--- src/agen_config.svh ---
// ==================================================
// Size settings for the address generation stage
// Included by the package, the RTL and the testbench
// ==================================================

`ifndef AGEN_CONFIG_SVH
`define AGEN_CONFIG_SVH

// Width of virtual and physical addresses
`define AGEN_ADDR_W 32

// Page offset bits, which gives 4 KiB pages
`define AGEN_PAGE_BITS 12

// Cache line offset bits, for 64 byte lines
`define AGEN_LINE_BITS 6

// Number of entries in the translation buffer
`define AGEN_TLB_DEPTH 4

`endif

--- src/agen_pkg.sv ---
// ==================================================
// Shared types of the address generation stage
// Compile this first; modules import it as needed
// ==================================================

`default_nettype none

`include "agen_config.svh"

package agen_pkg;

	// ==================================================
	// Address types
	// ==================================================

	// A virtual or a physical byte address
	typedef logic [`AGEN_ADDR_W-1:0] address_t;

	// A page number, virtual or physical, with the page offset stripped
	typedef logic [`AGEN_ADDR_W-`AGEN_PAGE_BITS-1:0] vpn_t;

	// ==================================================
	// Operation and result codes
	// ==================================================

	// The kind of memory operation selects the address formula
	typedef enum logic [1:0] {
		OP_NONE      = 2'd0,
		OP_LOADSTORE = 2'd1,
		OP_AMO       = 2'd2,
		OP_VINDEX    = 2'd3
	} mem_op_e;

	// Exception reported with each translated address
	// EXC_PRIOR means the operation arrived already carrying a fault
	typedef enum logic [1:0] {
		EXC_NONE       = 2'd0,
		EXC_PAGE_MISS  = 2'd1,
		EXC_WRITE_PROT = 2'd2,
		EXC_PRIOR      = 2'd3
	} exc_code_e;

endpackage

`default_nettype wire

--- src/agen_operands.sv ---
// ==================================================
// Operand selection ahead of the address adder
// Picks the base and shifts the index by its scale
// ==================================================

`timescale 1ns/100ps
`default_nettype none

module agen_operands (
	// Forces and selects that come with the operation
	input  wire logic              base_zero_i,
	input  wire logic              pc_rel_i,
	input  wire logic              index_zero_i,
	// Register operands and the program counter
	input  wire agen_pkg::address_t base_i,
	input  wire agen_pkg::address_t pc_i,
	input  wire agen_pkg::address_t index_i,
	// Index scale as a power of two, so 1, 2, 4 or 8 bytes
	input  wire logic [1:0]        scale_i,
	// Operands handed to the adder
	output agen_pkg::address_t     base_o,
	output agen_pkg::address_t     index_o
);

	// ==================================================
	// Base selection
	// ==================================================

	// A zero force wins over the program counter select
	// This lets absolute addressing use the immediate alone
	always_comb begin
		if (base_zero_i) begin
			base_o = '0;
		end else if (pc_rel_i) begin
			// PC relative forms replace the register entirely
			base_o = pc_i;
		end else begin
			base_o = base_i;
		end
	end

	// ==================================================
	// Scaled index
	// ==================================================

	// The index register is shifted by the element size
	// A zero force drops the index term from the sum
	always_comb begin
		if (index_zero_i) begin
			index_o = '0;
		end else begin
			index_o = index_i << scale_i;
		end
	end

endmodule

`default_nettype wire

--- src/agen_adder.sv ---
// ==================================================
// Virtual address adder with the next line step
// Loaded on an accepted issue and held until the next
// ==================================================

`timescale 1ns/100ps
`default_nettype none

`include "agen_config.svh"

module agen_adder (
	input  wire logic               clk,
	input  wire logic               rst,
	// Register strobe from the control module
	input  wire logic               load_i,
	input  wire agen_pkg::mem_op_e  op_i,
	input  wire agen_pkg::address_t base_i,
	input  wire agen_pkg::address_t index_i,
	input  wire agen_pkg::address_t imm_i,
	// Vector lane used by indexed vector accesses
	input  wire logic [7:0]         lane_i,
	// Step to the start of the following cache line
	input  wire logic               next_line_i,
	output agen_pkg::address_t      vaddr_o
);

	import agen_pkg::*;

	address_t lane_ext;
	address_t sum;
	address_t stepped;

	// Lane number widened so the product keeps address width
	assign lane_ext = address_t'(lane_i);

	// Address formula per operation kind
	always_comb begin
		case (op_i)
			// Each lane strides by the scaled index
			OP_VINDEX:    sum = base_i + index_i * lane_ext + imm_i;
			// Atomics address memory through the base register only
			OP_AMO:       sum = base_i;
			OP_LOADSTORE: sum = base_i + index_i + imm_i;
			default:      sum = '0;
		endcase
	end

	// Clear the line offset and move to the next line number
	// This is used when an access spills over a line boundary
	always_comb begin
		if (next_line_i) begin
			stepped = {sum[`AGEN_ADDR_W-1:`AGEN_LINE_BITS] + 1'b1, {`AGEN_LINE_BITS{1'b0}}};
		end else begin
			stepped = sum;
		end
	end

	// The address is captured at the issue edge
	always_ff @(posedge clk) begin
		if (rst) begin
			vaddr_o <= '0;
		end else if (load_i) begin
			vaddr_o <= stepped;
		end
	end

endmodule

`default_nettype wire

--- src/agen_tlb.sv ---
// ==================================================
// Small fully associative translation buffer
// Filled round robin by strobe, looked up once per op
// ==================================================

`timescale 1ns/100ps
`default_nettype none

`include "agen_config.svh"

module agen_tlb (
	input  wire logic               clk,
	input  wire logic               rst,
	// Lookup request and the address to translate
	input  wire logic               lookup_i,
	input  wire agen_pkg::address_t vaddr_i,
	// Fill strobe with the new entry contents
	input  wire logic               fill_i,
	input  wire agen_pkg::vpn_t     fill_vpn_i,
	input  wire agen_pkg::vpn_t     fill_ppn_i,
	input  wire logic               fill_writable_i,
	// Registered lookup result
	output logic                    result_o,
	output logic                    hit_o,
	output agen_pkg::address_t      paddr_o,
	output logic                    writable_o
);

	import agen_pkg::*;

	localparam int DEPTH = `AGEN_TLB_DEPTH;
	localparam int PTR_W = (DEPTH > 1) ? $clog2(DEPTH) : 1;

	// Entry storage
	logic [DEPTH-1:0] ent_valid;
	logic [DEPTH-1:0] ent_writable;
	vpn_t             ent_vpn [DEPTH];
	vpn_t             ent_ppn [DEPTH];

	// Round robin victim pointer
	logic [PTR_W-1:0] fill_ptr;
	logic [PTR_W-1:0] fill_idx;
	logic [DEPTH-1:0] fill_match;

	// Lookup compare results
	vpn_t             lookup_vpn;
	logic [DEPTH-1:0] hit_vec;
	vpn_t             hit_ppn;
	logic             hit_wr;

	assign lookup_vpn = vaddr_i[`AGEN_ADDR_W-1:`AGEN_PAGE_BITS];

	// ==================================================
	// Lookup compare
	// ==================================================

	// Every valid entry is compared; at most one can match
	// so the hit data is a plain OR over the matching entries
	always_comb begin
		hit_ppn = '0;
		hit_wr = 1'b0;
		for (int i = 0; i < DEPTH; i++) begin
			hit_vec[i] = ent_valid[i] && (ent_vpn[i] == lookup_vpn);
			if (hit_vec[i]) begin
				hit_ppn = hit_ppn | ent_ppn[i];
				hit_wr = hit_wr | ent_writable[i];
			end
		end
	end

	// The result is registered, so it shows one cycle after the strobe
	always_ff @(posedge clk) begin
		if (rst) begin
			result_o <= 1'b0;
		end else begin
			result_o <= lookup_i;
		end
	end

	// Physical address is the page frame with the untranslated offset
	always_ff @(posedge clk) begin
		if (lookup_i) begin
			hit_o <= |hit_vec;
			paddr_o <= {hit_ppn, vaddr_i[`AGEN_PAGE_BITS-1:0]};
			writable_o <= hit_wr;
		end
	end

	// ==================================================
	// Fill
	// ==================================================

	// A fill for a page already present rewrites that entry in place
	// Otherwise the entry under the pointer is replaced
	always_comb begin
		fill_idx = fill_ptr;
		for (int i = 0; i < DEPTH; i++) begin
			fill_match[i] = ent_valid[i] && (ent_vpn[i] == fill_vpn_i);
			if (fill_match[i]) begin
				fill_idx = PTR_W'(i);
			end
		end
	end

	always_ff @(posedge clk) begin
		if (rst) begin
			ent_valid <= '0;
			fill_ptr <= '0;
		end else if (fill_i) begin
			ent_valid[fill_idx] <= 1'b1;
			// Only a new page moves the pointer on to the next oldest entry
			if (!(|fill_match)) begin
				fill_ptr <= (fill_ptr == PTR_W'(DEPTH - 1)) ? '0 : fill_ptr + 1'b1;
			end
		end
	end

	// Entry contents are written at the chosen index
	always_ff @(posedge clk) begin
		if (fill_i) begin
			ent_vpn[fill_idx] <= fill_vpn_i;
			ent_ppn[fill_idx] <= fill_ppn_i;
			ent_writable[fill_idx] <= fill_writable_i;
		end
	end

	// Duplicate pages would make the OR of hit data meaningless
	a_single_hit: assert property (@(posedge clk) disable iff (rst)
		lookup_i |-> $onehot0(hit_vec))
		else $error("agen_tlb: more than one entry hit");

endmodule

`default_nettype wire

--- src/agen_ctrl.sv ---
// ==================================================
// Control for one memory operation at a time
// Tracks busy, sticky valid, lookup and exception merge
// ==================================================

`timescale 1ns/100ps
`default_nettype none

module agen_ctrl (
	input  wire logic         clk,
	input  wire logic         rst,
	// Operation issue and the flags that travel with it
	input  wire logic         issue_i,
	input  wire logic         is_store_i,
	input  wire logic         prior_exc_i,
	// Registered results from the translation buffer
	input  wire logic         tlb_result_i,
	input  wire logic         tlb_hit_i,
	input  wire logic         tlb_writable_i,
	// Adder load, lookup strobe and status
	output logic              load_o,
	output logic              lookup_o,
	output logic              addr_valid_o,
	output logic              busy_o,
	output logic              done_o,
	output agen_pkg::exc_code_e exc_o
);

	import agen_pkg::*;

	// First stage of the sticky valid, set at the issue edge
	logic valid_stage1;
	// Flags latched at issue and held through the done cycle
	logic store_q;
	logic prior_q;

	// An issue is taken only while idle and loads the address at the same edge
	assign load_o = issue_i && !busy_o;

	// ==================================================
	// Busy and sticky valid
	// ==================================================

	// The address becomes valid one cycle after the adder loads
	// The lookup fires while the address is valid, and that edge ends the op
	always_ff @(posedge clk) begin
		if (rst) begin
			busy_o <= 1'b0;
			valid_stage1 <= 1'b0;
			addr_valid_o <= 1'b0;
		end else if (lookup_o) begin
			busy_o <= 1'b0;
			valid_stage1 <= 1'b0;
			addr_valid_o <= 1'b0;
		end else begin
			if (load_o) begin
				busy_o <= 1'b1;
				valid_stage1 <= 1'b1;
			end
			addr_valid_o <= valid_stage1;
		end
	end

	always_ff @(posedge clk) begin
		if (load_o) begin
			store_q <= is_store_i;
			prior_q <= prior_exc_i;
		end
	end

	// Valid lasts a single cycle, so it doubles as the lookup strobe
	assign lookup_o = addr_valid_o;

	// ==================================================
	// Exception merge and completion
	// ==================================================

	// A fault carried in with the op hides any translation fault
	always_comb begin
		if (prior_q) begin
			exc_o = EXC_PRIOR;
		end else if (!tlb_hit_i) begin
			exc_o = EXC_PAGE_MISS;
		end else if (store_q && !tlb_writable_i) begin
			exc_o = EXC_WRITE_PROT;
		end else begin
			exc_o = EXC_NONE;
		end
	end

	// Completion is the cycle in which the registered result shows
	assign done_o = tlb_result_i;

	a_issue_idle: assert property (@(posedge clk) disable iff (rst)
		issue_i |-> !busy_o)
		else $warning("agen_ctrl: issue while busy was ignored");

	// Each lookup is answered exactly one cycle later
	a_lookup_done: assert property (@(posedge clk) disable iff (rst)
		lookup_o |=> done_o)
		else $error("agen_ctrl: lookup without a result");

	a_done_lookup: assert property (@(posedge clk) disable iff (rst)
		done_o |-> $past(lookup_o))
		else $error("agen_ctrl: done without a lookup");

endmodule

`default_nettype wire

--- src/agen_unit.sv ---
// ==================================================
// Top level of the address generation stage
// Connects operands, adder, translation buffer, control
// ==================================================

`timescale 1ns/100ps
`default_nettype none

module agen_unit (
	input  wire logic               clk,
	input  wire logic               rst,
	// Operation inputs
	input  wire logic               issue_i,
	input  wire agen_pkg::mem_op_e  op_i,
	input  wire logic               is_store_i,
	input  wire logic               base_zero_i,
	input  wire logic               pc_rel_i,
	input  wire logic               index_zero_i,
	input  wire agen_pkg::address_t base_i,
	input  wire agen_pkg::address_t pc_i,
	input  wire agen_pkg::address_t index_i,
	input  wire logic [1:0]         scale_i,
	input  wire agen_pkg::address_t imm_i,
	input  wire logic [7:0]         lane_i,
	input  wire logic               next_line_i,
	input  wire logic               prior_exc_i,
	// Translation fill
	input  wire logic               fill_i,
	input  wire agen_pkg::vpn_t     fill_vpn_i,
	input  wire agen_pkg::vpn_t     fill_ppn_i,
	input  wire logic               fill_writable_i,
	// Results and status
	output agen_pkg::address_t      vaddr_o,
	output logic                    addr_valid_o,
	output logic                    done_o,
	output agen_pkg::address_t      paddr_o,
	output agen_pkg::exc_code_e     exc_o,
	output logic                    busy_o
);

	import agen_pkg::*;

	// Datapath operands
	address_t sel_base;
	address_t sel_index;
	// Control and translation handshake
	logic     load;
	logic     lookup;
	logic     tlb_result;
	logic     tlb_hit;
	logic     tlb_writable;

	agen_operands u_operands (
		.base_zero_i  (base_zero_i),
		.pc_rel_i     (pc_rel_i),
		.index_zero_i (index_zero_i),
		.base_i       (base_i),
		.pc_i         (pc_i),
		.index_i      (index_i),
		.scale_i      (scale_i),
		.base_o       (sel_base),
		.index_o      (sel_index)
	);

	agen_adder u_adder (
		.clk         (clk),
		.rst         (rst),
		.load_i      (load),
		.op_i        (op_i),
		.base_i      (sel_base),
		.index_i     (sel_index),
		.imm_i       (imm_i),
		.lane_i      (lane_i),
		.next_line_i (next_line_i),
		.vaddr_o     (vaddr_o)
	);

	// The buffer translates the registered virtual address
	agen_tlb u_tlb (
		.clk             (clk),
		.rst             (rst),
		.lookup_i        (lookup),
		.vaddr_i         (vaddr_o),
		.fill_i          (fill_i),
		.fill_vpn_i      (fill_vpn_i),
		.fill_ppn_i      (fill_ppn_i),
		.fill_writable_i (fill_writable_i),
		.result_o        (tlb_result),
		.hit_o           (tlb_hit),
		.paddr_o         (paddr_o),
		.writable_o      (tlb_writable)
	);

	agen_ctrl u_ctrl (
		.clk            (clk),
		.rst            (rst),
		.issue_i        (issue_i),
		.is_store_i     (is_store_i),
		.prior_exc_i    (prior_exc_i),
		.tlb_result_i   (tlb_result),
		.tlb_hit_i      (tlb_hit),
		.tlb_writable_i (tlb_writable),
		.load_o         (load),
		.lookup_o       (lookup),
		.addr_valid_o   (addr_valid_o),
		.busy_o         (busy_o),
		.done_o         (done_o),
		.exc_o          (exc_o)
	);

endmodule

`default_nettype wire

--- config.mk ---
export PLATFORM = sky130hd
export DESIGN_NAME = agen_unit
export DESIGN_NICKNAME = d
export VERILOG_FILES = /design/src/agen_pkg.sv /design/src/agen_operands.sv /design/src/agen_adder.sv /design/src/agen_tlb.sv /design/src/agen_ctrl.sv /design/src/agen_unit.sv
export VERILOG_INCLUDE_DIRS = /design/src /design/src/src
export SDC_FILE = /design/constraint.sdc
export NUM_CORES = 1
export LEC_CHECK = 0
export ABC_AREA = 0
export BUFFER_PORTS_ARGS = -buffer_cell sky130_fd_sc_hd__buf_2
export CORE_MARGIN = 3
export CORE_UTILIZATION = 35
export CTS_CLUSTER_DIAMETER = 80
export CTS_CLUSTER_SIZE = 8
export DETAILED_ROUTE_END_ITERATION = 6
export GPL_ROUTABILITY_DRIVEN = 0
export HOLD_SLACK_MARGIN = 0.15
export PLACE_DENSITY = 0.65
export SYNTH_ARGS = -nofsm -noshare
export SYNTH_HDL_FRONTEND = slang
export SYNTH_SLANG_ARGS = --single-unit
--- constraint.sdc ---
create_clock -name clk -period 8.9 [get_ports clk]
set_clock_uncertainty 0.15 [all_clocks]
set_input_delay 0.445 -clock clk [delete_from_list [all_inputs] [get_ports clk]]
set_output_delay 0.445 -clock clk [all_outputs]
set_load 0.1 [all_outputs]
# Word level (Yosys, flattened, before mapping)
# Memories as Yosys holds them, arrays and structs flattened.
# Cells that the tools add are included.
# word_totals
regBits	81
ramBits	160
in_bits	191
output_inout_bits	69
word_cells	87
mem_count	2
# op_classes
add_sub_neg	6
n_mul	1
magnitude_cmp	2
eq_ne	12
shifts	1
muxes	26
n_bitwise	8
reduce_logical	17
# memory_table
name	words	word_bits	read_ports	rd_ports_with_merged_regs	wr	line	source
u_tlb.ent_ppn	4	20	4	0	1	agen_tlb.sv:38	vpn_t ent_ppn [DEPTH];
u_tlb.ent_vpn	4	20	4	0	1	agen_tlb.sv:37	vpn_t ent_vpn [DEPTH];
# ops
operator	count
20-bit equality test	8
32-bit adder	4
32-bit 2-to-1 mux	4
32-bit case mux with 3 select lines	1
20-bit 2-to-1 mux	4
20-bit OR	3
32-bit by 8-bit multiplier with 32-bit output	1
32-bit by 2-bit left shift with 32-bit output	1
26-bit by 1-bit adder with 26-bit output, second input constant	1
2-bit 2-to-1 mux	8
1-bit logical AND	11
4-bit OR reduction	2
1-bit 2-to-1 mux	7
2-bit equality test, second input constant	3
4-bit bitwise mux	1
4-bit OR	1
2-bit by 3-bit < comparator with 1-bit output, second input constant	1
1-bit OR	3
2-bit by 1-bit adder with 2-bit output, second input constant	1
1-bit demux with 2-bit select	1
2-bit by 1-bit equality test with 1-bit output, second input constant	1
2-bit by 1-bit greater-or-equal comparator with 1-bit output, second input constant	1
1-bit zero test	2
2-bit AND reduction	1
2 further kinds	2

# Logic depth before layout (Yosys ltp)
# An unclocked memory read counts as a cell.
# depth
depth_word	12
mapped_depth	30
depth_no_buf	27

# By module
# A second synthesis with hierarchy kept.
# hier_totals
cells_unflattened	2331
area_unflattened_um2	23481.3
# modules_own_cells
module	n_inst	cells_each	area_per_inst_um2	seq_area_each_um2
agen_adder	1	1596	13291.5	640.6
agen_tlb	1	574	8919.8	6085.8
agen_operands	1	148	1103.6	0.0
agen_ctrl	1	13	166.4	100.1

# Worst setup path before layout
# No wires, ideal clock.
# synth_timing
kind	input to register
startpoint	input port scale_i[1]
endpoint	register u_adder.vaddr_o[31]
arrival_ns	8.218
required_time_ns	8.655
slack_ns	0.437
stages	27
path_buffers	5
cell_sequence	clkbuf_1 > buf_1 > clkbuf_1 > clkbuf_1 > a211oi_1 > a211oi_1 > and2_1 > fa_1 > fa_1 > fa_1 > fa_1 > inv_1 > fa_1 > inv_1 > ha_1 > clkbuf_1 > a21o_1 > a221oi_2 > nor4b_2 > a21o_1 > o21ai_0 > a21oi_1 > xnor2_1 > a21oi_1 > or4b_4 > or3_1 > o311ai_1
# synth_via
elab_chain_cells	8
# synth_lines
item	line	source
start, declared	agen_unit.sv:22	input wire logic [1:0] scale_i,
32-bit by 2-bit left shift with 32-bit output (*)	agen_operands.sv:52	index_o = index_i << scale_i;
32-bit 2-to-1 mux (*)	agen_operands.sv:49	if (index_zero_i) begin
32-bit by 8-bit multiplier with 32-bit output	agen_adder.sv:40	OP_VINDEX: sum = base_i + index_i * lane_ext + imm_i;
32-bit adder (2 in series)	agen_adder.sv:40	
32-bit case mux with 3 select lines (*)	agen_adder.sv:38	case (op_i)
26-bit by 1-bit adder with 26-bit output	agen_adder.sv:52	stepped = {sum[`AGEN_ADDR_W-1:`AGEN_LINE_BITS] + 1'b1, {`AGEN_LINE_BITS{1'b0}}};
32-bit 2-to-1 mux (*)	agen_adder.sv:51	if (next_line_i) begin
end signal, assigned	agen_adder.sv:63	vaddr_o <= stepped;
end, declared	agen_adder.sv:24	output agen_pkg::address_t vaddr_o
# Every way passes the cells marked *; elsewhere a longest branch is shown, timed or not.
# A chain may end at the register's enable or synchronous reset.

# Worst setup path in the final report
# Same ends and word-level chain as after synthesis.

==> run_summary.xml <==
<?xml version="1.0" encoding="UTF-8"?>
<metrics>
  <group name="place">
    <metric name="dpl_cell_area" unit="mm2">0.0259</metric>
    <metric name="io_buffers" unit="">259</metric>
    <metric name="dp_hpwl" unit="um">52500</metric>
    <metric name="dpl.cell_count" unit="">3459</metric>
  </group>
  <group name="global_routing">
    <metric name="grt_start_max_net_pins" unit="">44</metric>
    <metric name="grt_overflow_total" unit="">0</metric>
    <metric name="number_of_antenna_violations_at_the_first_check_in_global_routing" unit="">4</metric>
    <metric name="first_pass_grt_wire_length" unit="um">105000</metric>
    <metric name="groute.usage.overall" unit="%">19.0</metric>
    <metric name="grt_pass1_vias" unit="">18675</metric>
  </group>
  <group name="timing">
    <metric name="final_hold_viol_count" unit="">0</metric>
    <metric name="worst_pin_slew" unit="ns">0.897</metric>
    <metric name="fin_hold_ws" unit="ns">0.173</metric>
    <metric name="fin_crit_sh" unit="%">88.7</metric>
    <metric name="fmaxAchievable" unit="GHz">0.127</metric>
    <metric name="setup_tns" unit="ns">0</metric>
    <metric name="worst_slew_margin_rel" unit="%">40.2</metric>
    <metric name="timing_max_transition_violations_final" unit="">0</metric>
    <metric name="final_critical_period" unit="ns">7.89</metric>
    <metric name="rsz_0062_raised_after_global_routing" unit="">no</metric>
    <metric name="setup-violations-final" unit="">0</metric>
  </group>
  <group name="logic_synthesis">
    <metric name="postSynthRegisterBits" unit="">241</metric>
    <metric name="synth-async-reset-ratio" unit="%">0</metric>
    <metric name="synth.distinct_cells" unit="">95</metric>
    <metric name="synthesis.area" unit="mm2">0.0236</metric>
    <metric name="postSynth.topFlopCell" unit="">sky130_fd_sc_hd__edfxtp_1</metric>
    <metric name="synth.net_count" unit="">2922</metric>
    <metric name="synth_edf_count" unit="">200</metric>
    <metric name="yosys_warnings" unit="">0</metric>
    <metric name="seq_area_frac_synth" unit="%">28.9</metric>
    <metric name="syn_avg_cell_area" unit="um2">9.80</metric>
    <metric name="netlist_instances" unit="">2407</metric>
  </group>
  <group name="final_layout">
    <metric name="area.growth.synth_to_final" unit="%">16.0</metric>
    <metric name="drive_gt1_share" unit="%">16.1</metric>
    <metric name="fillerInstances" unit="">6436</metric>
    <metric name="finish.utilization" unit="%">41.3</metric>
    <metric name="nNetsFinal" unit="">3184</metric>
    <metric name="fin_cells" unit="">3561</metric>
    <metric name="post-route-cell-area" unit="mm2">0.0274</metric>
  </group>
  <group name="power_and_ir_drop">
    <metric name="clock_network_power_share" unit="%">18.1</metric>
    <metric name="power.switching" unit="mW">3.20</metric>
    <metric name="power.internal" unit="mW">3.75</metric>
    <metric name="power.static_leakage" unit="nW">11.9</metric>
    <metric name="vdd_ir_drop_max" unit="V">0.000211</metric>
    <metric name="switching_share" unit="%">46.0</metric>
    <metric name="comb_power_share" unit="%">61.5</metric>
    <metric name="p_seq_share" unit="%">20.4</metric>
    <metric name="power_per_unit_of_standard_cell_area" unit="mW/mm2">254</metric>
  </group>
  <group name="worst_setup_path">
    <metric name="timing.critical_path.fanout_max" unit="">26</metric>
    <metric name="timing.setup.critical_path_class" unit="">input port to register</metric>
    <metric name="timing.critical_path.required" unit="ns">9.16</metric>
    <metric name="r2r.worst_path.cells" unit="">10</metric>
    <metric name="cp-end-kind" unit="">register</metric>
    <metric name="start_kind" unit="">input port</metric>
    <metric name="endpoint_arrival_time_on_the_critical_path" unit="ns">8.16</metric>
  </group>
  <group name="clock_network">
    <metric name="clock_tree.htree_level_count" unit="">2</metric>
    <metric name="tritoncts.num_buffers" unit="">36</metric>
    <metric name="post_cts_resize_count" unit="">0</metric>
    <metric name="clock_tree_from_tritoncts" unit="">built</metric>
    <metric name="clock_sinks" unit="">241</metric>
    <metric name="cts.reportedPaths.clkPinSlew" unit="ns">0.05</metric>
    <metric name="clock_tree.root_cell" unit="">sky130_fd_sc_hd__clkbuf_16</metric>
    <metric name="clk_latency" unit="ns">0.51</metric>
    <metric name="ctsLongestPathBuffers" unit="">3</metric>
  </group>
  <group name="routing">
    <metric name="post-route-drc-count" unit="">0</metric>
    <metric name="antenna_violating_nets_post_route" unit="">0</metric>
    <metric name="route.vias.total" unit="">18410</metric>
    <metric name="viasPerCell" unit="">5.17</metric>
    <metric name="drt-wirelength-per-cell" unit="um">18.9</metric>
    <metric name="drt-pass1-iter-count" unit="">5</metric>
    <metric name="routed_wirelength" unit="um">67100</metric>
    <metric name="drt_first_iter_violations" unit="">1481</metric>
  </group>
  <group name="floorplan">
    <metric name="die_width" unit="um">266</metric>
    <metric name="placement_rows" unit="">94</metric>
    <metric name="fp.dieArea" unit="mm2">0.0706</metric>
    <metric name="ports_placed_on_the_boundary" unit="">260</metric>
    <metric name="fp.dieH" unit="um">266</metric>
    <metric name="core-area" unit="mm2">0.0662</metric>
    <metric name="initial_utilization" unit="%">35.6</metric>
  </group>
  <group name="worst_hold_path">
    <metric name="whs_path_depth" unit="">1</metric>
    <metric name="min-delay-path-class" unit="">input port to register</metric>
  </group>
  <group name="flow_run">
    <metric name="max-cap-violations" unit="">0</metric>
  </group>
  <group name="status">
    <metric name="run_status" unit="">finished clean</metric>
  </group>
</metrics>
## layer usage
layer / up-vias / GRT usage (%) / wire length, um
met2: 593 / 32.0 / 32200
li1: 8619 / - / -
met5: - / 0 / 13
met4: 2 / 5.42 / 1840
met3: 97 / 2.68 / 4400
met1: 9099 / 25.6 / 28700
## synth_stat cells, types with 8 or more instances
| master | count | area (um2) |
|---|---|---|
| sky130_fd_sc_hd__a21o_1 | 16 | 120 |
| sky130_fd_sc_hd__xnor2_1 | 152 | 1330 |
| sky130_fd_sc_hd__and2_1 | 149 | 932 |
| sky130_fd_sc_hd__o21ai_0 | 54 | 270 |
| sky130_fd_sc_hd__dfxtp_1 | 41 | 821 |
| sky130_fd_sc_hd__ha_1 | 78 | 976 |
| sky130_fd_sc_hd__o21ai_1 | 11 | 55.1 |
| sky130_fd_sc_hd__inv_1 | 353 | 1330 |
| sky130_fd_sc_hd__buf_1 | 9 | 33.8 |
| sky130_fd_sc_hd__nand3b_1 | 13 | 97.6 |
| sky130_fd_sc_hd__nand3_1 | 32 | 160 |
| sky130_fd_sc_hd__o21a_1 | 15 | 113 |
| sky130_fd_sc_hd__nor3_1 | 29 | 145 |
| sky130_fd_sc_hd__nor4_1 | 26 | 163 |
| sky130_fd_sc_hd__a21oi_1 | 79 | 395 |
| sky130_fd_sc_hd__mux2i_1 | 60 | 601 |
| sky130_fd_sc_hd__a22oi_1 | 48 | 360 |
| sky130_fd_sc_hd__or2_2 | 32 | 200 |
| sky130_fd_sc_hd__clkbuf_1 | 107 | 402 |
| sky130_fd_sc_hd__fa_1 | 246 | 4920 |
| sky130_fd_sc_hd__or3_1 | 12 | 75.1 |
| sky130_fd_sc_hd__o22ai_1 | 10 | 62.6 |
| sky130_fd_sc_hd__nand2_1 | 181 | 679 |
| sky130_fd_sc_hd__edfxtp_1 | 200 | 6010 |
| sky130_fd_sc_hd__nand4_1 | 40 | 250 |
| sky130_fd_sc_hd__o211ai_1 | 8 | 60.1 |
| sky130_fd_sc_hd__xor2_1 | 66 | 578 |
| sky130_fd_sc_hd__and3_1 | 14 | 87.6 |
| sky130_fd_sc_hd__nor2b_1 | 31 | 194 |
| sky130_fd_sc_hd__a211oi_1 | 52 | 390 |
| sky130_fd_sc_hd__nor2_1 | 100 | 375 |
## layout by cell type (no fill, tap or decap), types with 32 or more instances in the layout
| cell type | count |
|---|---|
| sky130_fd_sc_hd__a211oi_1 | 52 |
| sky130_fd_sc_hd__a21oi_1 | 79 |
| sky130_fd_sc_hd__a22oi_1 | 48 |
| sky130_fd_sc_hd__and2_1 | 149 |
| sky130_fd_sc_hd__buf_2 | 259 |
| sky130_fd_sc_hd__buf_4 | 53 |
| sky130_fd_sc_hd__clkbuf_16 | 38 |
| sky130_fd_sc_hd__dfxtp_1 | 40 |
| sky130_fd_sc_hd__dlygate4sd3_1 | 36 |
| sky130_fd_sc_hd__edfxtp_1 | 200 |
| sky130_fd_sc_hd__fa_1 | 246 |
| sky130_fd_sc_hd__ha_1 | 78 |
| sky130_fd_sc_hd__inv_1 | 353 |
| sky130_fd_sc_hd__mux2i_1 | 60 |
| sky130_fd_sc_hd__nand2_1 | 181 |
| sky130_fd_sc_hd__nand3_1 | 32 |
| sky130_fd_sc_hd__nand4_1 | 40 |
| sky130_fd_sc_hd__nor2_1 | 98 |
| sky130_fd_sc_hd__o21ai_0 | 54 |
| sky130_fd_sc_hd__or2_2 | 32 |
| sky130_fd_sc_hd__xnor2_1 | 152 |
| sky130_fd_sc_hd__xor2_1 | 66 |
## final timing paths
kind / startpoint / end / slack (ns)
worst min-delay path: fill_vpn_i[12] / u_tlb.ent_vpn[0][12] / 0.17
worst min register to register: u_adder.vaddr_o[2] / u_tlb.paddr_o[2] / 0.32
worst max register to register: u_tlb.ent_vpn[0][8] / u_tlb.ent_vpn[2][8] / 5.18
worst max-delay path: scale_i[1] / u_adder.vaddr_o[31] / 1.01
## registers in the layout (all words and copies together) (netlist names), 2 cells and up
name	cells
u_adder.vaddr_o	32
u_tlb.ent_ppn	80
u_tlb.ent_valid	4
u_tlb.ent_vpn	80
u_tlb.ent_writable	4
u_tlb.fill_ptr	2
u_tlb.paddr_o	32
## worst max-delay path, cell delays in order
cell,delay [ns]
sky130_fd_sc_hd__buf_2,0.46
sky130_fd_sc_hd__mux2i_1,0.18
sky130_fd_sc_hd__nor2_1,0.11
sky130_fd_sc_hd__a31oi_1,0.05
sky130_fd_sc_hd__nor2_1,0.57
sky130_fd_sc_hd__nand2_1,0.17
sky130_fd_sc_hd__fa_1,0.51
sky130_fd_sc_hd__fa_1,0.49
sky130_fd_sc_hd__inv_1,0.05
sky130_fd_sc_hd__fa_1,0.45
sky130_fd_sc_hd__fa_1,0.49
sky130_fd_sc_hd__inv_1,0.05
sky130_fd_sc_hd__fa_1,0.49
sky130_fd_sc_hd__inv_1,0.04
sky130_fd_sc_hd__ha_1,0.35
sky130_fd_sc_hd__o21ai_0,0.14
sky130_fd_sc_hd__nor3_1,0.33
sky130_fd_sc_hd__a21oi_1,0.24
sky130_fd_sc_hd__a211oi_1,0.52
sky130_fd_sc_hd__o21ai_1,0.18
sky130_fd_sc_hd__and3b_1,0.20
sky130_fd_sc_hd__o32ai_1,0.29
sky130_fd_sc_hd__a21oi_1,0.11
sky130_fd_sc_hd__or4b_4,0.59
sky130_fd_sc_hd__or3_1,0.36
sky130_fd_sc_hd__o311ai_1,0.25
## final cells by class
type	count	area, um2	share of cell area [%]
clock inverter	3	26.3	0.0960
timing repair buffer	348	2050	7.50
inverter	354	1330	4.85
clock buffer	61	1040	3.79
sequential	241	6830	24.9
multi-input combinational	1688	15000	54.8
tap	864	1080	3.95
antenna	2	5.00	0.0183
## power by group through the flow
stage / combinational, mW / sequential [mW] / clock [mW]
2_1_floorplan: 3.07 / 1.63 / 0
3_3_place_gp: 4.19 / 1.44 / 0
3_5_place_dp: 4.21 / 1.44 / 0
4_1_cts: 4.25 / 1.42 / 1.28
5_1_grt: 4.80 / 1.43 / 1.33
6_report: 4.28 / 1.42 / 1.26
## repair_timing
action,4_1_cts,5_1_grt
hold buffers,36,0
buffers inserted,0,0
endpoints found under the hold margin,128,0
## cell families after synthesis
family | synth area share [%]
AO/OA/AOI/OAI | 11.4
XOR/XNOR | 8.28
adder cells (fa/ha/maj) | 25.0
buffers and inverters | 7.68
flip-flops | 28.9
multiplexers | 3.12
AND/OR/NAND/NOR | 15.6
## through the flow
step / power [mW] / worst slack, ns
2_1_floorplan: 4.70 / 0.437
3_3_place_gp: 5.63 / 0.689
3_5_place_dp: 5.66 / 0.650
4_1_cts: 6.96 / 1.15
5_1_grt: 7.56 / 0.459
6_report: 6.96 / 1.01
No activity file was read; power rests on OpenSTA's default activity.
